**config.mk**
```make
export PLATFORM = sky130hd
export DESIGN_NAME = hd_top
export DESIGN_NICKNAME = d
export VERILOG_FILES = /design/src/hw/axi_lite_pkg.sv /design/src/hw/hd_pkg.sv /design/src/hw/axi_lite_slave.sv /design/src/hw/ctrl_regs.sv /design/src/hw/xorshift32.sv /design/src/hw/item_memory_gen.sv /design/src/hw/stream_out.sv /design/src/hw/hd_top.sv
export SDC_FILE = /design/constraint.sdc
export NUM_CORES = 1
export LEC_CHECK = 0
export BUFFER_PORTS_ARGS = -buffer_cell sky130_fd_sc_hd__buf_2
export CORE_AREA = 4 4 190 192
export DETAILED_ROUTE_END_ITERATION = 8
export DIE_AREA = 0 0 194 196
export PLACE_DENSITY = 0.7
export RECOVER_POWER = 100
export SETUP_SLACK_MARGIN = 0.1
export SLEW_MARGIN = 20
export SYNTH_ARGS = -nofsm -noshare
export SYNTH_HDL_FRONTEND = slang
export SYNTH_SLANG_ARGS = --single-unit
```
**constraint.sdc**
```tcl
create_clock -name AXIS_ACLK -period 7.7 [get_ports AXIS_ACLK]
set_input_delay 0.77 -clock AXIS_ACLK [delete_from_list [all_inputs] [get_ports AXIS_ACLK]]
set_output_delay 0.77 -clock AXIS_ACLK [all_outputs]
set_load 0.01 [all_outputs]
```
**src/hw/axi_lite_pkg.sv**
```systemverilog
package axi_lite_pkg;

    // bus widths
    localparam int AXI_ADDR_W = 32;
    localparam int AXI_DATA_W = 32;
    localparam int AXI_STRB_W = AXI_DATA_W / 8;

    typedef logic [AXI_DATA_W-1:0] axi_data_t;

    // word index, address bits 9:2
    typedef logic [7:0] reg_addr_t;

    // address bits 11:10 select the register bank
    localparam logic [1:0] REG_BANK_SEL = 2'b00;
    localparam logic [1:0] RESP_OKAY    = 2'b00;

    // register word indices
    localparam reg_addr_t REG_CTRL     = 8'd0;
    localparam reg_addr_t REG_ITEM_NUM = 8'd1;

endpackage

```
**src/hw/hd_pkg.sv**
```systemverilog
package hd_pkg;

    // ======================================================================
    // hypervector geometry
    // ======================================================================
    localparam int DIM    = 128;
    localparam int WORD_W = 32;
    localparam int BEAT_W = 64;
    localparam int BEAT_STRB_W = BEAT_W / 8;

    // prng words per vector, stream beats per vector
    localparam int WORDS_PER_VEC = DIM / WORD_W;
    localparam int BEATS_PER_VEC = DIM / BEAT_W;

    typedef logic [DIM-1:0]    hv_t;
    typedef logic [WORD_W-1:0] word_t;
    typedef logic [BEAT_W-1:0] beat_t;
    typedef logic [15:0]       item_idx_t;
    typedef logic [1:0]        word_idx_t;
    typedef logic [0:0]        beat_idx_t;

    // ======================================================================
    // xorshift32 constants
    // ======================================================================
    localparam word_t XS_SEED    = 32'h9e37_79b9;
    localparam int    XS_SHIFT_A = 13;
    localparam int    XS_SHIFT_B = 17;
    localparam int    XS_SHIFT_C = 5;

    // every byte of a beat is valid
    localparam logic [BEAT_STRB_W-1:0] STRB_ALL = 8'hff;

endpackage

```
**src/hw/axi_lite_slave.sv**
```systemverilog
`timescale 1ns/1ps

module axi_lite_slave (
    input  logic                                 AXIS_ACLK,
    input  logic                                 S_AXI_ARESETN,
    input  logic [axi_lite_pkg::AXI_ADDR_W-1:0]  S_AXI_AWADDR,
    input  logic                                 S_AXI_AWVALID,
    output logic                                 S_AXI_AWREADY,
    input  axi_lite_pkg::axi_data_t              S_AXI_WDATA,
    input  logic [axi_lite_pkg::AXI_STRB_W-1:0]  S_AXI_WSTRB,
    input  logic                                 S_AXI_WVALID,
    output logic                                 S_AXI_WREADY,
    output logic [1:0]                           S_AXI_BRESP,
    output logic                                 S_AXI_BVALID,
    input  logic                                 S_AXI_BREADY,
    input  logic [axi_lite_pkg::AXI_ADDR_W-1:0]  S_AXI_ARADDR,
    input  logic                                 S_AXI_ARVALID,
    output logic                                 S_AXI_ARREADY,
    output axi_lite_pkg::axi_data_t              S_AXI_RDATA,
    output logic [1:0]                           S_AXI_RRESP,
    output logic                                 S_AXI_RVALID,
    input  logic                                 S_AXI_RREADY,
    output logic                                 wr_en,
    output axi_lite_pkg::reg_addr_t              wr_addr,
    output axi_lite_pkg::axi_data_t              wr_data,
    output logic                                 rd_en,
    output axi_lite_pkg::reg_addr_t              rd_addr,
    input  axi_lite_pkg::axi_data_t              rd_data
);

    typedef enum logic [2:0] {
        st_idle,
        st_addr_seen,
        st_data_seen,
        st_write_resp,
        st_read_decode,
        st_read_resp
    } state_t;

    state_t state;

    // latched address bits, bank in 11:10
    logic [11:2] awaddr_q;
    logic [11:2] araddr_q;
    axi_lite_pkg::axi_data_t wdata_q;
    logic [axi_lite_pkg::AXI_STRB_W-1:0] wstrb_q;

    logic aw_take;
    logic w_take;
    logic wr_fire;
    logic [11:2] wr_addr_cur;
    logic [axi_lite_pkg::AXI_STRB_W-1:0] wstrb_cur;
    logic rd_bank_ok;

    // ======================================================================
    // handshake outputs
    // ======================================================================
    assign S_AXI_AWREADY = (state == st_idle) || (state == st_data_seen);
    assign S_AXI_WREADY  = (state == st_idle) || (state == st_addr_seen);
    // a pending write wins over a read in idle
    assign S_AXI_ARREADY = (state == st_idle) && !S_AXI_AWVALID && !S_AXI_WVALID;
    assign S_AXI_BVALID  = (state == st_write_resp);
    assign S_AXI_RVALID  = (state == st_read_resp);
    assign S_AXI_BRESP   = axi_lite_pkg::RESP_OKAY;
    assign S_AXI_RRESP   = axi_lite_pkg::RESP_OKAY;

    assign aw_take = S_AXI_AWVALID && S_AXI_AWREADY;
    assign w_take  = S_AXI_WVALID && S_AXI_WREADY;

    // last half of the write arrives this cycle
    assign wr_fire = ((state == st_idle) && S_AXI_AWVALID && S_AXI_WVALID)
                  || ((state == st_addr_seen) && S_AXI_WVALID)
                  || ((state == st_data_seen) && S_AXI_AWVALID);

    // take the live bus value when it is accepted now
    assign wr_addr_cur = aw_take ? S_AXI_AWADDR[11:2] : awaddr_q;
    assign wr_data     = w_take ? S_AXI_WDATA : wdata_q;
    assign wstrb_cur   = w_take ? S_AXI_WSTRB : wstrb_q;

    // strobe lands on the edge into write_resp
    // no byte lanes means no update
    assign wr_en   = wr_fire && (wr_addr_cur[11:10] == axi_lite_pkg::REG_BANK_SEL)
                  && (|wstrb_cur);
    assign wr_addr = wr_addr_cur[9:2];

    assign rd_bank_ok = (araddr_q[11:10] == axi_lite_pkg::REG_BANK_SEL);
    assign rd_en      = (state == st_read_decode) && rd_bank_ok;
    assign rd_addr    = araddr_q[9:2];

    // out-of-bank reads return zero
    assign S_AXI_RDATA = rd_bank_ok ? rd_data : '0;

    // ======================================================================
    // state machine
    // ======================================================================
    always_ff @(posedge AXIS_ACLK) begin
        if (!S_AXI_ARESETN) begin
            state <= st_idle;
        end else begin
            case (state)
                st_idle: begin
                    if (S_AXI_AWVALID && S_AXI_WVALID) begin
                        state <= st_write_resp;
                    end else if (S_AXI_AWVALID) begin
                        state <= st_addr_seen;
                    end else if (S_AXI_WVALID) begin
                        state <= st_data_seen;
                    end else if (S_AXI_ARVALID) begin
                        state <= st_read_decode;
                    end
                end
                st_addr_seen: begin
                    if (S_AXI_WVALID) begin
                        state <= st_write_resp;
                    end
                end
                st_data_seen: begin
                    if (S_AXI_AWVALID) begin
                        state <= st_write_resp;
                    end
                end
                st_write_resp: begin
                    if (S_AXI_BREADY) begin
                        state <= st_idle;
                    end
                end
                // register file fetches here
                st_read_decode: state <= st_read_resp;
                st_read_resp: begin
                    if (S_AXI_RREADY) begin
                        state <= st_idle;
                    end
                end
                default: state <= st_idle;
            endcase
        end
    end

    // address and data capture
    always_ff @(posedge AXIS_ACLK) begin
        if (aw_take) begin
            awaddr_q <= S_AXI_AWADDR[11:2];
        end
        if (w_take) begin
            wdata_q <= S_AXI_WDATA;
            wstrb_q <= S_AXI_WSTRB;
        end
        if (S_AXI_ARVALID && S_AXI_ARREADY) begin
            araddr_q <= S_AXI_ARADDR[11:2];
        end
    end

    // one response channel at a time
    a_one_resp: assert property (@(posedge AXIS_ACLK) disable iff (!S_AXI_ARESETN)
        !(S_AXI_BVALID && S_AXI_RVALID));

endmodule

```
**src/hw/ctrl_regs.sv**
```systemverilog
`timescale 1ns/1ps

module ctrl_regs (
    input  logic                     AXIS_ACLK,
    input  logic                     S_AXI_ARESETN,
    input  logic                     wr_en,
    input  axi_lite_pkg::reg_addr_t  wr_addr,
    input  axi_lite_pkg::axi_data_t  wr_data,
    input  logic                     rd_en,
    input  axi_lite_pkg::reg_addr_t  rd_addr,
    input  logic                     item_done,
    input  logic                     stream_done,
    output axi_lite_pkg::axi_data_t  rd_data,
    output logic                     gen,
    output hd_pkg::item_idx_t        item_num,
    output logic                     stream_go
);

    logic run;
    logic ctrl_wr;

    assign ctrl_wr = wr_en && (wr_addr == axi_lite_pkg::REG_CTRL);

    // streaming waits until generation has finished
    assign stream_go = run && !gen;

    // ======================================================================
    // register writes
    // ======================================================================
    always_ff @(posedge AXIS_ACLK) begin
        if (!S_AXI_ARESETN) begin
            run      <= 1'b0;
            gen      <= 1'b0;
            item_num <= '0;
        end else begin
            // bus write beats the self-clear
            if (ctrl_wr) begin
                run <= wr_data[1];
                gen <= wr_data[0];
            end else begin
                if (item_done) begin
                    gen <= 1'b0;
                end
                if (stream_done) begin
                    run <= 1'b0;
                end
            end
            if (wr_en && (wr_addr == axi_lite_pkg::REG_ITEM_NUM)) begin
                item_num <= wr_data[15:0];
            end
        end
    end

    // read mux, held until the next read
    always_ff @(posedge AXIS_ACLK) begin
        if (rd_en) begin
            rd_data <= '0;
            case (rd_addr)
                axi_lite_pkg::REG_CTRL:     rd_data[1:0]  <= {run, gen};
                axi_lite_pkg::REG_ITEM_NUM: rd_data[15:0] <= item_num;
                default:                    rd_data       <= '0;
            endcase
        end
    end

    // generator only finishes a run that was started
    a_done_in_gen: assert property (@(posedge AXIS_ACLK) disable iff (!S_AXI_ARESETN)
        item_done |-> gen);

endmodule

```
**src/hw/xorshift32.sv**
```systemverilog
`timescale 1ns/1ps

module xorshift32 (
    input  logic          AXIS_ACLK,
    input  logic          enable,
    output hd_pkg::word_t rand_word
);

    hd_pkg::word_t state;
    hd_pkg::word_t next_state;

    // three shift/xor stages
    always_comb begin
        next_state = state;
        next_state = next_state ^ (next_state << hd_pkg::XS_SHIFT_A);
        next_state = next_state ^ (next_state >> hd_pkg::XS_SHIFT_B);
        next_state = next_state ^ (next_state << hd_pkg::XS_SHIFT_C);
    end

    // seed reload while idle
    always_ff @(posedge AXIS_ACLK) begin
        if (!enable) begin
            state <= hd_pkg::XS_SEED;
        end else begin
            state <= next_state;
        end
    end

    // first enabled word is one step past the seed
    assign rand_word = next_state;

    // zero is a fixed point of xorshift
    a_not_zero: assert property (@(posedge AXIS_ACLK) enable |-> (state != '0));

endmodule

```
**src/hw/item_memory_gen.sv**
```systemverilog
`timescale 1ns/1ps

module item_memory_gen (
    input  logic              AXIS_ACLK,
    input  logic              S_AXI_ARESETN,
    input  logic              gen,
    input  hd_pkg::item_idx_t item_num,
    output logic              item_done,
    output hd_pkg::hv_t       captured
);

    hd_pkg::word_t     rand_word;
    hd_pkg::word_idx_t word_idx;
    hd_pkg::item_idx_t item_idx;
    hd_pkg::hv_t       assembly;
    hd_pkg::hv_t       next_vec;
    logic              last_slot;
    logic              hit;

    xorshift32 prng_i (
        .AXIS_ACLK (AXIS_ACLK),
        .enable    (gen),
        .rand_word (rand_word)
    );

    // ======================================================================
    // vector assembly
    // ======================================================================
    // word j goes to bits 32j+31:32j
    always_comb begin
        next_vec = assembly;
        next_vec[word_idx*hd_pkg::WORD_W +: hd_pkg::WORD_W] = rand_word;
    end

    assign last_slot = (word_idx == hd_pkg::word_idx_t'(hd_pkg::WORDS_PER_VEC - 1));
    // selected item completes this cycle
    assign hit = gen && last_slot && (item_idx == item_num);

    // slot and item counters
    always_ff @(posedge AXIS_ACLK) begin
        if (!S_AXI_ARESETN || !gen) begin
            word_idx <= '0;
            item_idx <= '0;
        end else begin
            word_idx <= word_idx + 1'b1;
            if (last_slot) begin
                item_idx <= item_idx + 1'b1;
            end
        end
    end

    // every slot is rewritten per item
    always_ff @(posedge AXIS_ACLK) begin
        if (gen) begin
            assembly <= next_vec;
        end
    end

    // keep only the selected vector
    always_ff @(posedge AXIS_ACLK) begin
        if (!S_AXI_ARESETN) begin
            captured  <= '0;
            item_done <= 1'b0;
        end else begin
            item_done <= hit;
            if (hit) begin
                captured <= next_vec;
            end
        end
    end

endmodule

```
**src/hw/stream_out.sv**
```systemverilog
`timescale 1ns/1ps

module stream_out (
    input  logic                                AXIS_ACLK,
    input  logic                                S_AXI_ARESETN,
    input  logic                                stream_go,
    input  hd_pkg::hv_t                         captured,
    output logic                                stream_done,
    output logic                                M_AXIS_TVALID,
    output hd_pkg::beat_t                       M_AXIS_TDATA,
    output logic [hd_pkg::BEAT_STRB_W-1:0]      M_AXIS_TSTRB,
    output logic                                M_AXIS_TLAST,
    input  logic                                M_AXIS_TREADY
);

    logic              busy;
    hd_pkg::beat_idx_t beat_idx;
    logic              last_beat;

    assign last_beat = (beat_idx == hd_pkg::beat_idx_t'(hd_pkg::BEATS_PER_VEC - 1));

    // beat b is bits 64b+63:64b
    assign M_AXIS_TVALID = busy;
    assign M_AXIS_TDATA  = captured[beat_idx*hd_pkg::BEAT_W +: hd_pkg::BEAT_W];
    assign M_AXIS_TSTRB  = hd_pkg::STRB_ALL;
    assign M_AXIS_TLAST  = busy && last_beat;
    // last beat accepted
    assign stream_done   = M_AXIS_TVALID && M_AXIS_TREADY && M_AXIS_TLAST;

    // beat counter, advances per handshake
    always_ff @(posedge AXIS_ACLK) begin
        if (!S_AXI_ARESETN) begin
            busy     <= 1'b0;
            beat_idx <= '0;
        end else if (!busy) begin
            if (stream_go) begin
                busy     <= 1'b1;
                beat_idx <= '0;
            end
        end else if (M_AXIS_TREADY) begin
            if (last_beat) begin
                busy <= 1'b0;
            end
            beat_idx <= beat_idx + 1'b1;
        end
    end

    // AXI-Stream hold rule under back-pressure
    a_hold: assert property (@(posedge AXIS_ACLK) disable iff (!S_AXI_ARESETN)
        (M_AXIS_TVALID && !M_AXIS_TREADY) |=> (M_AXIS_TVALID && $stable(M_AXIS_TDATA)));

endmodule

```
**src/hw/hd_top.sv**
```systemverilog
`timescale 1ns/1ps

module hd_top (
    input  logic                                 AXIS_ACLK,
    input  logic                                 S_AXI_ARESETN,
    input  logic [axi_lite_pkg::AXI_ADDR_W-1:0]  S_AXI_AWADDR,
    input  logic                                 S_AXI_AWVALID,
    output logic                                 S_AXI_AWREADY,
    input  axi_lite_pkg::axi_data_t              S_AXI_WDATA,
    input  logic [axi_lite_pkg::AXI_STRB_W-1:0]  S_AXI_WSTRB,
    input  logic                                 S_AXI_WVALID,
    output logic                                 S_AXI_WREADY,
    output logic [1:0]                           S_AXI_BRESP,
    output logic                                 S_AXI_BVALID,
    input  logic                                 S_AXI_BREADY,
    input  logic [axi_lite_pkg::AXI_ADDR_W-1:0]  S_AXI_ARADDR,
    input  logic                                 S_AXI_ARVALID,
    output logic                                 S_AXI_ARREADY,
    output axi_lite_pkg::axi_data_t              S_AXI_RDATA,
    output logic [1:0]                           S_AXI_RRESP,
    output logic                                 S_AXI_RVALID,
    input  logic                                 S_AXI_RREADY,
    output logic                                 M_AXIS_TVALID,
    output hd_pkg::beat_t                        M_AXIS_TDATA,
    output logic [hd_pkg::BEAT_STRB_W-1:0]       M_AXIS_TSTRB,
    output logic                                 M_AXIS_TLAST,
    input  logic                                 M_AXIS_TREADY
);

    // register strobes
    logic                    wr_en;
    axi_lite_pkg::reg_addr_t wr_addr;
    axi_lite_pkg::axi_data_t wr_data;
    logic                    rd_en;
    axi_lite_pkg::reg_addr_t rd_addr;
    axi_lite_pkg::axi_data_t rd_data;

    // control and result
    logic              gen;
    hd_pkg::item_idx_t item_num;
    logic              stream_go;
    logic              item_done;
    logic              stream_done;
    hd_pkg::hv_t       captured;

    // ======================================================================
    // bus side
    // ======================================================================
    axi_lite_slave axi_lite_slave_i (
        .AXIS_ACLK     (AXIS_ACLK),
        .S_AXI_ARESETN (S_AXI_ARESETN),
        .S_AXI_AWADDR  (S_AXI_AWADDR),
        .S_AXI_AWVALID (S_AXI_AWVALID),
        .S_AXI_AWREADY (S_AXI_AWREADY),
        .S_AXI_WDATA   (S_AXI_WDATA),
        .S_AXI_WSTRB   (S_AXI_WSTRB),
        .S_AXI_WVALID  (S_AXI_WVALID),
        .S_AXI_WREADY  (S_AXI_WREADY),
        .S_AXI_BRESP   (S_AXI_BRESP),
        .S_AXI_BVALID  (S_AXI_BVALID),
        .S_AXI_BREADY  (S_AXI_BREADY),
        .S_AXI_ARADDR  (S_AXI_ARADDR),
        .S_AXI_ARVALID (S_AXI_ARVALID),
        .S_AXI_ARREADY (S_AXI_ARREADY),
        .S_AXI_RDATA   (S_AXI_RDATA),
        .S_AXI_RRESP   (S_AXI_RRESP),
        .S_AXI_RVALID  (S_AXI_RVALID),
        .S_AXI_RREADY  (S_AXI_RREADY),
        .wr_en         (wr_en),
        .wr_addr       (wr_addr),
        .wr_data       (wr_data),
        .rd_en         (rd_en),
        .rd_addr       (rd_addr),
        .rd_data       (rd_data)
    );

    ctrl_regs ctrl_regs_i (
        .AXIS_ACLK     (AXIS_ACLK),
        .S_AXI_ARESETN (S_AXI_ARESETN),
        .wr_en         (wr_en),
        .wr_addr       (wr_addr),
        .wr_data       (wr_data),
        .rd_en         (rd_en),
        .rd_addr       (rd_addr),
        .item_done     (item_done),
        .stream_done   (stream_done),
        .rd_data       (rd_data),
        .gen           (gen),
        .item_num      (item_num),
        .stream_go     (stream_go)
    );

    // ======================================================================
    // generator and streamer
    // ======================================================================
    item_memory_gen item_memory_gen_i (
        .AXIS_ACLK     (AXIS_ACLK),
        .S_AXI_ARESETN (S_AXI_ARESETN),
        .gen           (gen),
        .item_num      (item_num),
        .item_done     (item_done),
        .captured      (captured)
    );

    stream_out stream_out_i (
        .AXIS_ACLK     (AXIS_ACLK),
        .S_AXI_ARESETN (S_AXI_ARESETN),
        .stream_go     (stream_go),
        .captured      (captured),
        .stream_done   (stream_done),
        .M_AXIS_TVALID (M_AXIS_TVALID),
        .M_AXIS_TDATA  (M_AXIS_TDATA),
        .M_AXIS_TSTRB  (M_AXIS_TSTRB),
        .M_AXIS_TLAST  (M_AXIS_TLAST),
        .M_AXIS_TREADY (M_AXIS_TREADY)
    );

endmodule

```
==> out/results.tsv, run 1 <==
metric	value	unit
hp-class	input port to flip-flop	
fin_ws	2.72	ns
grt_pass1_vias	11900	
ctsResizeCount	0	
initial_utilization	49.7	%
wl_per_cell	18.8	um
max_freq	0.201	GHz
ys_types	59	
synthFlopType	dfxtp_1	
post_cts_buffers	0	
dieHeight	196	um
drt_first_pass_iters	6	
syn_area_per_cell	10.8	um2
io_pins	223	
crit_buf_inv	2	
regToRegStartpoint	item_memory_gen_i.word_idx[0]$_SDFF_PP0_	
die_width	194	um
hpwl	24200	um
cts_max_level	2	
seq_area_frac_synth	54.2	%
final_util	55.4	%
vias	11900	
synth_seq_cells	386	
worst_path_max_delay_cell	clkbuf_1	
crit_required	8.14	ns
clk_latency	0.53	ns
overflow	0	
crit_start	item_memory_gen_i.word_idx[0]$_SDFF_PP0_	
vdd_drop_max	0.140	mV
cp.arrival	5.42	ns
routabilityCongestion	0.788	
clock_sinks	386	
cts_hold_buf	0	
rsz0062_at_grt	false	
violations	capacitance limit, slew limit	
num_rows	68	
netlist_instances	1577	
clk_pin_slew	0.06	ns
min_from	S_AXI_ARADDR[10]	
hold_end	axi_lite_slave_i.araddr_q[10]$_DFFE_PP_	
worst_pin_slew	4.29	ns
setup_viol_count_final	0	
crit_path_start_kind	flip-flop	
period_needed	4.98	ns
port_buffers	134	
netlist_area	0.0171	mm2
drc	0	
outcome	finished, violations left	
syn2layout_area_growth	11.4	%
grt_pass1_wl	63900	um
fp.coreArea	0.0344	mm2
cp_top_family	buffers and inverters	
drive_above_1_share	15.2	%
timing.slew.headroom	-186	%
yosys_warnings	0	
path_max_fanout	40	
grt_max_degree	86	
drtIter0Drc	873	
hold_path_depth	1	
antenna_found_initial	0	
final_cell_mix	dfxtp_1 (231), nor3_1 (172), edfxtp_1 (154)	
layout_commonest_cell	dfxtp_1	
critPathMaxStageDelay	1.70	ns
final.period_utilization	64.6	%
drv_cap	7	
rr_endpoint	item_memory_gen_i.captured[119]$_SDFFE_PN0P_	
num_antenna_cells	0	
r2r_slack	2.72	ns
async_reset_ff_share	0	%
synth_edf_count	154	
final_nets	1756	
dp.cells	2053	
finClkSkew	0.0134	ns
cts_root_buf	clkbuf_16	
fin_cells	2130	
reg2reg_depth	7	
wl	40100	um
track_usage	20.3	%
die-area	0.0380	mm2
fillers	3021	
setup.worst_path.end_class	flip-flop	
place_ws	4.36	ns
avgViaCountPerCell	5.58	
powerDensity	225	mW/mm2
cts_tree	built	
p_leak	7.69	nW
drv_slew	267	
cts_buffer_depth	3	
fin_tns_setup	0	ns
final-hold-violation-count	0	
cts_buffers	41	
path_cells	ha_1 > clkbuf_1 > nand4b_1 > clkbuf_1 > o22ai_1 > nor3_1 > nor3_1	
ant_nets	0	
worstSetupPathType	flip-flop to flip-flop	
-- cell families (layout without fill, tap and decap cells) --
| logic type | after synthesis | in the layout | share of synthesized area (%) |
|---|---|---|---|
| DFF | 386 | 386 | 54.2 |
| and+or+nand+nor | 356 | 356 | 10.6 |
| AOI/OAI and AO/OA | 329 | 329 | 13.1 |
| buffers and inverters | 292 | 364 | 7.37 |
| muxes | 116 | 116 | 7.48 |
| xor gates and xnor gates | 90 | 90 | 6.79 |
| adders and majority gates | 6 | 6 | 0.439 |
| other | 2 | 28 | 0.0439 |
-- layer usage --
| metal | part of all wire [%] | global-route usage, % | wire (um) |
|---|---|---|---|
| met5 | 0 | 0 | 0 |
| met4 | 2.1 | 5.05 | 832 |
| met3 | 5.8 | 3.26 | 2340 |
| met2 | 48 | 34.7 | 19300 |
| met1 | 44 | 27.4 | 17600 |
-- worst max-delay path by stage --
stage / to / slack [ns] / cells after the start
floorplan: item_memory_gen_i.captured[108]$_SDFFE_PN0P_ / 3.30 / 5
global placement: item_memory_gen_i.captured[63]$_SDFFE_PN0P_ / 4.46 / 6
detailed placement: item_memory_gen_i.captured[63]$_SDFFE_PN0P_ / 4.36 / 6
CTS: item_memory_gen_i.captured[63]$_SDFFE_PN0P_ / 4.34 / 6
global route: item_memory_gen_i.captured[123]$_SDFFE_PN0P_ / 2.46 / 7
finish: item_memory_gen_i.captured[119]$_SDFFE_PN0P_ / 2.72 / 7
-- flip-flops by register name, indices dropped and copies added, names as in the netlist, 2 cells and up --
signal,flops
item_memory_gen_i.captured,128
axi_lite_slave_i.state,3
item_memory_gen_i.assembly,128
ctrl_regs_i.rd_data,16
item_memory_gen_i.prng_i.state,32
item_memory_gen_i.word_idx,2
axi_lite_slave_i.awaddr_q,10
axi_lite_slave_i.araddr_q,10
ctrl_regs_i.item_num,16
axi_lite_slave_i.wstrb_q,4
axi_lite_slave_i.wdata_q,16
item_memory_gen_i.item_idx,16
-- where the power goes --
group          switching (mW)  internal [mW]
clock network           0.792           1.18
registers              0.0208           2.16
logic                  0.0769         0.0613
total                   0.889           3.40
-- metrics by stage --
stage | hold WS, ns | power [mW] | cell area (um2)
after floorplan | 0.449 | 2.34 | 17200
after global placement | 0.458 | 2.36 | 17800
after detailed placement | 0.461 | 2.37 | 17800
after CTS | 0.402 | 4.33 | 19200
after global routing | 0.398 | 4.42 | 19000
final | 0.424 | 4.29 | 19000
-- cell type report --
| class | instances | area, um2 | share of cell area [%] |
|---|---|---|---|
| Inverter | 137 | 514 | 2.70 |
| Clock buffer | 58 | 1190 | 6.27 |
| Sequential cell | 386 | 9270 | 48.7 |
| Multi-Input combinational cell | 925 | 6610 | 34.7 |
| Clock inverter | 18 | 166 | 0.874 |
| Tap cell | 455 | 569 | 2.99 |
| Timing Repair Buffer | 151 | 706 | 3.71 |
-- Yosys cell counts (8+ instances only) --
| cell type | number | share of area, % |
|---|---|---|
| a21o_1 | 46 | 2.0 |
| a21oi_1 | 94 | 2.8 |
| and2_1 | 33 | 1.2 |
| buf_2 | 29 | 0.85 |
| buf_4 | 31 | 1.4 |
| clkbuf_1 | 89 | 2.0 |
| dfxtp_1 | 232 | 27 |
| edfxtp_1 | 154 | 27 |
| inv_1 | 136 | 3.0 |
| mux2_2 | 94 | 6.2 |
| mux2i_1 | 22 | 1.3 |
| nand2_1 | 63 | 1.4 |
| nand4_1 | 8 | 0.29 |
| nor2_1 | 34 | 0.75 |
| nor3_1 | 172 | 5.0 |
| nor4_1 | 8 | 0.29 |
| o22ai_1 | 120 | 4.4 |
| o22ai_2 | 8 | 0.59 |
| o311a_1 | 45 | 2.6 |
| xnor2_1 | 33 | 1.7 |
| xnor2_2 | 16 | 1.5 |
| xnor2_4 | 8 | 1.3 |
| xor2_1 | 26 | 1.3 |
No activity file was read; power rests on OpenSTA's default activity.
==> run 2: changes to the inputs <==
--- a/config.mk
+++ b/config.mk
@@ -9,7 +9,7 @@
 export CORE_AREA = 4 4 190 192
 export DETAILED_ROUTE_END_ITERATION = 8
 export DIE_AREA = 0 0 194 196
-export PLACE_DENSITY = 0.7
+export PLACE_DENSITY = 0.73
 export RECOVER_POWER = 100
 export SETUP_SLACK_MARGIN = 0.1
 export SLEW_MARGIN = 20
==> constraint.sdc (replaced) <==
create_clock -name AXIS_ACLK -period 4.49 [get_ports AXIS_ACLK]
set_input_delay 0.449 -clock AXIS_ACLK [delete_from_list [all_inputs] [get_ports AXIS_ACLK]]
set_output_delay 0.449 -clock AXIS_ACLK [all_outputs]
set_load 0.01 [all_outputs]
==> run 2 against run 1 <==
Compared with the run above:
- the run still ends with capacitance limit, slew limit left
- first-iteration DRC count is 8.6% higher
- critical path depth fell by 4
- non-clock buffer count rose by 6
- worst setup slack worse by 2.0 ns
- die area did not move
- cell count is the same
==> out/results.tsv, run 2 (synthesized netlist as in run 1, its figures left out) <==
metric	value	unit	change
outcome	finished, violations left		
violations	capacitance limit, slew limit		
overflow	0		unchanged
setup.worst_path.end_class	output pin		
grt_pass1_vias	11900		+0.092%
fin_tns_setup	0	ns	unchanged
num_rows	68		unchanged
seqPwrFrac	53.7	%	+2.9 points
grt_max_degree	90		+4.7%
cts_hold_buf	0		unchanged
clk_latency	0.52	ns	about the same
drc	0		unchanged
p_sw_share	21.3	%	+0.58 points
max_freq	0.267	GHz	
power_switching	1.48	mW	+67%
timing.slew.headroom	-102	%	+84 points
worst_pin_slew	3.02	ns	-1.27 ns
finClkSkew	0.0188	ns	+0.00535 ns
crit_path_start_kind	flip-flop		
vias	12100		+1.8%
reg2reg_depth	6		-1
hold_path_depth	1		unchanged
period_needed	3.74	ns	
cts_buffer_depth	3		unchanged
layout_commonest_cell	dfxtp_1		
p_leak	7.58	nW	-1.4%
final_cell_mix	dfxtp_1 (231), nor3_1 (172), edfxtp_1 (154)		
fp.coreArea	0.0344	mm2	unchanged
drive_above_1_share	14.2	%	-0.96 points
wl	40400	um	+0.78%
initial_utilization	49.7	%	unchanged
place_ws	1.45	ns	-2.91 ns
crit_start	stream_out_i.beat_idx$_SDFFE_PN0P_		
ctsResizeCount	0		unchanged
path_cells	clkbuf_1 > mux2_1 > buf_2		
hp-class	input port to flip-flop		
cts_tree	built		
p_comb_share	3.4	%	+0.2 points
syn2layout_area_growth	10.2	%	
vdd_drop_max	0.247	mV	+77%
r2r_slack	0.92	ns	-1.80 ns
crit_required	4.04	ns	-4.10 ns
hpwl	25000	um	+3.5%
cp.arrival	3.29	ns	-2.13 ns
die-area	0.0380	mm2	unchanged
cts_buffers	39		-4.9%
intPower	5.47	mW	+61%
rr_endpoint	item_memory_gen_i.captured[113]$_SDFFE_PN0P_		
powerDensity	369	mW/mm2	+64%
antenna_found_initial	0		unchanged
ant_nets	0		unchanged
path_max_fanout	32		-20%
grt_pass1_wl	64700	um	+1.2%
min_from	S_AXI_ARADDR[11]		
design_area	0.0188	mm2	-1.0%
dieHeight	196	um	unchanged
drv_cap	6		-1
routabilityCongestion	0.799		+1.3%
io_pins	223		unchanged
track_usage	20.5	%	+0.11 points
port_buffers	134		unchanged
wl_per_cell	19.0	um	+0.78%
dpl-instance-area	0.0179	mm2	+0.25%
regToRegStartpoint	item_memory_gen_i.word_idx[0]$_SDFF_PP0_		
final.period_utilization	83.3	%	
clock_sinks	386		unchanged
worstSetupPathType	flip-flop to output pin		
drv_slew	229		-14%
drt_first_pass_iters	5		-1
final_nets	1760		+0.23%
final-hold-violation-count	0		unchanged
largestRegisters	item_memory_gen_i.assembly (128), item_memory_gen_i.captured (128), item_memory_gen_i.prng_i.state (32)		
worst_path_max_delay_cell	dfxtp_1		
fillers	2975		-1.5%
cts_max_level	2		unchanged
post_cts_buffers	0		unchanged
drtIter0Drc	948		+8.6%
hold_end	axi_lite_slave_i.araddr_q[11]$_DFFE_PP_		
clock_power_share	42.9	%	-3.1 points
clk_pin_slew	0.06	ns	about the same
num_antenna_cells	0		unchanged
avgViaCountPerCell	5.68		+1.8%
fin_ws	0.751	ns	-1.97 ns
cts_root_buf	clkbuf_16		
rsz0062_at_grt	false		
critPathMaxStageDelay	1.48	ns	-0.22 ns
setup_viol_count_final	0		unchanged
die_width	194	um	unchanged
==> run 2: cell count changes in the layout (fill, tap and decap cells not counted), sizes merged <==
| cell | before | now |
|---|---|---|
| bufinv | 3 | 0 |
| clkbuf | 117 | 121 |
| buf | 92 | 90 |
| clkinv | 13 | 14 |
==> run 2: worst max path at each step <==
| stage | to | slack, ns |
|---|---|---|
| floorplan | item_memory_gen_i.captured[108]$_SDFFE_PN0P_ | 1.43 |
| global placement | item_memory_gen_i.captured[31]$_SDFFE_PN0P_ | 1.57 |
| detailed placement | item_memory_gen_i.captured[23]$_SDFFE_PN0P_ | 1.45 |
| CTS | item_memory_gen_i.captured[23]$_SDFFE_PN0P_ | 1.39 |
| global route | M_AXIS_TDATA[21] | 0.62 |
| finish | M_AXIS_TDATA[21] | 0.75 |
==> run 2: final cells by class <==
type | count | area (um2) | area share (%)
flip-flops and latches | 386 | 9270 | 49.2
multi-input cells | 925 | 6580 | 34.9
clock buffers | 54 | 1070 | 5.69
repair buffers | 157 | 751 | 3.98
well taps | 455 | 569 | 3.02
inverters | 137 | 514 | 2.73
clock inverters | 16 | 81.3 | 0.432
==> run 2: through the flow <==
stage	total power [mW]	util [%]	hold WS, ns	cells
finish	6.95	54.8	0.105	2130
global route	7.20	54.8	0.0822	2130
CTS	7.03	55.4	0.0861	2129
detailed placement	4.07	52.0	0.463	2059
global placement	4.05	52.0	0.457	2059
floorplan	4.01	-	0.449	1603
==> run 2: power by group through the flow <==
stage | Sequential (mW) | Combinational (mW) | Clock [mW]
final | 3.73 | 0.237 | 2.98
after global routing | 3.74 | 0.266 | 3.19
after CTS | 3.74 | 0.253 | 3.04
after detailed placement | 3.81 | 0.253 | 0
after global placement | 3.81 | 0.245 | 0
after floorplan | 3.79 | 0.214 | 0
==> run 2: worst max-delay path: cells and delay by family (launching register included) <==
| kind | cells | cell delay, ns |
|---|---|---|
| muxes | 1 | 0.41 |
| DFF | 1 | 1.48 |
| buffers and inverters | 2 | 0.84 |
==> run 2: layer usage <==
| layer | wire, um | global-route usage (%) | vias to the layer above | share of wire (%) |
|---|---|---|---|---|
| met4 | 672 | 5.13 | 0 | 1.7 |
| met5 | 0 | 0 | - | 0 |
| li1 | - | - | 5743 | - |
| met3 | 2430 | 3.06 | 52 | 6.0 |
| met2 | 20000 | 34.5 | 395 | 49 |
| met1 | 17300 | 28.0 | 5902 | 43 |
==> run 3: changes to the inputs <==
--- a/config.mk
+++ b/config.mk
@@ -9,7 +9,7 @@
 export CORE_AREA = 4 4 190 192
 export DETAILED_ROUTE_END_ITERATION = 8
 export DIE_AREA = 0 0 194 196
-export PLACE_DENSITY = 0.73
+export PLACE_DENSITY = 0.7
 export RECOVER_POWER = 100
 export SETUP_SLACK_MARGIN = 0.1
 export SLEW_MARGIN = 20
==> constraint.sdc (replaced) <==
create_clock -name AXIS_ACLK -period 3.9 [get_ports AXIS_ACLK]
set_input_delay 0.39 -clock AXIS_ACLK [delete_from_list [all_inputs] [get_ports AXIS_ACLK]]
set_output_delay 0.39 -clock AXIS_ACLK [all_outputs]
set_load 0.01 [all_outputs]
==> run 3 against run 2 <==
Compared with the run above:
- the flow still finishes with violations (capacitance limit, slew limit)
- flip-flop and latch count stayed put
- routed wire length is 0.47% higher
- non-clock buffer count is 1 lower
- critical path type is now flip-flop to flip-flop
- worst setup slack worse by 0.056 ns
- clock-buffer cell count is 4 higher
- critical path depth is 4 higher
- hold slack worse by 0.051 ns
- largest power group unchanged
- sequential power is 15% higher
- total power is 19% higher
- critical endpoint is now item_memory_gen_i.captured[95]$_SDFFE_PN0P_
==> out/results.tsv, run 3 (synthesized netlist as in run 1, its figures left out) <==
metric	value	unit	change
clk_latency	0.53	ns	about the same
clk_pin_slew	0.06	ns	about the same
track_usage	20.7	%	+0.29 points
finClkSkew	0.0250	ns	+0.00623 ns
cts_root_buf	clkbuf_16		
cp.arrival	3.55	ns	+0.26 ns
hp-class	input port to flip-flop		
fin_cells	2133		+0.14%
worstSetupPathType	flip-flop to flip-flop		
ctsResizeCount	0		unchanged
drtIter0Drc	802		-15%
grt_pass1_wl	65200	um	+0.89%
io_pins	223		unchanged
fp.coreArea	0.0344	mm2	unchanged
syn2layout_area_growth	10.6	%	
drc	0		unchanged
grt_pass1_vias	12000		+1.0%
fin_tns_setup	0	ns	unchanged
cts_hold_buf	0		unchanged
die-area	0.0380	mm2	unchanged
crit_required	4.25	ns	+0.21 ns
dieHeight	196	um	unchanged
drv_cap	1		-5
drive_above_1_share	14.4	%	+0.16 points
cts_max_level	2		unchanged
largestRegisters	item_memory_gen_i.assembly (128), item_memory_gen_i.captured (128), item_memory_gen_i.prng_i.state (32)		
p_leak	7.66	nW	+1.1%
vdd_drop_max	0.313	mV	+27%
drt_first_pass_iters	7		+2
grt_max_degree	152		+69%
final-hold-violation-count	0		unchanged
antenna_found_initial	1		+1
worst_pin_slew	1.71	ns	-1.31 ns
overflow	0		unchanged
wl	40600	um	+0.47%
final.period_utilization	82.2	%	
dp.cells	2058		-0.049%
layout_commonest_cell	dfxtp_1		
routabilityCongestion	0.767		-3.9%
period_needed	3.20	ns	
num_rows	68		unchanged
crit_path_start_kind	flip-flop		
avgViaCountPerCell	5.60		-1.3%
setup_viol_count_final	0		unchanged
port_buffers	134		unchanged
cts_buffer_depth	3		unchanged
outcome	finished, violations left		
cts_tree	built		
die_width	194	um	unchanged
post_cts_buffers	0		unchanged
vias	11900		-1.2%
wl_per_cell	19.0	um	+0.32%
violations	capacitance limit, slew limit		
hpwl	24500	um	-2.4%
timing.slew.headroom	-14.2	%	+87 points
powerDensity	438	mW/mm2	+19%
setup.worst_path.end_class	flip-flop		
ant_nets	0		unchanged
design_area	0.0189	mm2	+0.35%
dpl-instance-area	0.0179	mm2	+0.31%
cts_buffers	40		+2.6%
initial_utilization	49.7	%	unchanged
max_freq	0.312	GHz	
clock_sinks	386		unchanged
path_max_fanout	21		-34%
rsz0062_at_grt	false		
final_cell_mix	dfxtp_1 (232), nor3_1 (172), edfxtp_1 (154)		
drv_slew	15		-93%
final_nets	1760		unchanged
## run 3: cell types whose count changed in the layout (fill, tap and decap cells not counted), sizes merged
cell / before / now
clkbuf: 121 / 110
diode: 0 / 1
buf: 90 / 104
clkinv: 14 / 10
bufinv: 0 / 2
inv: 138 / 139
## run 3: report_power, final
group	switching, mW	internal, mW	total (mW)	leakage [nW]
Sequential	0.0418	4.26	4.30	3.38
Combinational	0.157	0.122	0.280	3.65
Clock	1.54	2.17	3.71	0.625
Total	1.74	6.55	8.29	7.66
## run 3: cell type report
cell class,count,area [um2]
clock buffer,58,1140
timing repair buffer,156,835
antenna,1,2.50
tap,455,569
clock inverter,15,131
inverter,137,514
sequential,386,9270
fill,3049,15500
multi-input combinational,925,6440
## run 3: per-layer routing
metal  vias up  GRT usage (%)  share of wire, %  routed length, um
met5         -              0                 0                  0
met4         0           6.35               2.5               1000
met3        71           3.07               5.5               2250
met2       347           34.2                48              19400
met1      5794           28.6                44              18000
li1       5737              -                 -                  -
## run 3: per-stage QoR
| stage | worst slack, ns | power [mW] | utilization (%) | hold slack, ns |
|---|---|---|---|---|
| 6_report | 0.696 | 8.29 | 55.0 | 0.0541 |
| 3_3_place_gp | 1.34 | 4.67 | 52.2 | 0.458 |
| 5_1_grt | 0.463 | 8.56 | 55.0 | 0.0357 |
| 2_1_floorplan | 0.842 | 4.61 | - | 0.449 |
| 3_5_place_dp | 1.21 | 4.68 | 52.2 | 0.465 |
| 4_1_cts | 1.18 | 8.37 | 55.9 | 0.0296 |
## run 3: worst paths after layout
check / start / end / slack, ns / cells after the start
max: item_memory_gen_i.word_idx[0]$_SDFF_PP0_ / item_memory_gen_i.captured[95]$_SDFFE_PN0P_ / 0.70 / 7
min: S_AXI_ARADDR[10] / axi_lite_slave_i.araddr_q[10]$_DFFE_PP_ / 0.05 / 1
max reg2reg: item_memory_gen_i.word_idx[0]$_SDFF_PP0_ / item_memory_gen_i.captured[95]$_SDFFE_PN0P_ / 0.70 / 7
min reg2reg: axi_lite_slave_i.wdata_q[0]$_DFF_P_ / axi_lite_slave_i.wdata_q[0]$_DFF_P_ / 0.46 / 1
## run 3: critical path, cell delays in order, from the launching register on
cell and delay [ns]:
dfxtp_1 0.44, inv_1 0.13, ha_1 0.36, nand4_1 0.55, clkbuf_1 0.98, o22ai_1 0.22, nor3_1 0.25, nor3_1 0.07
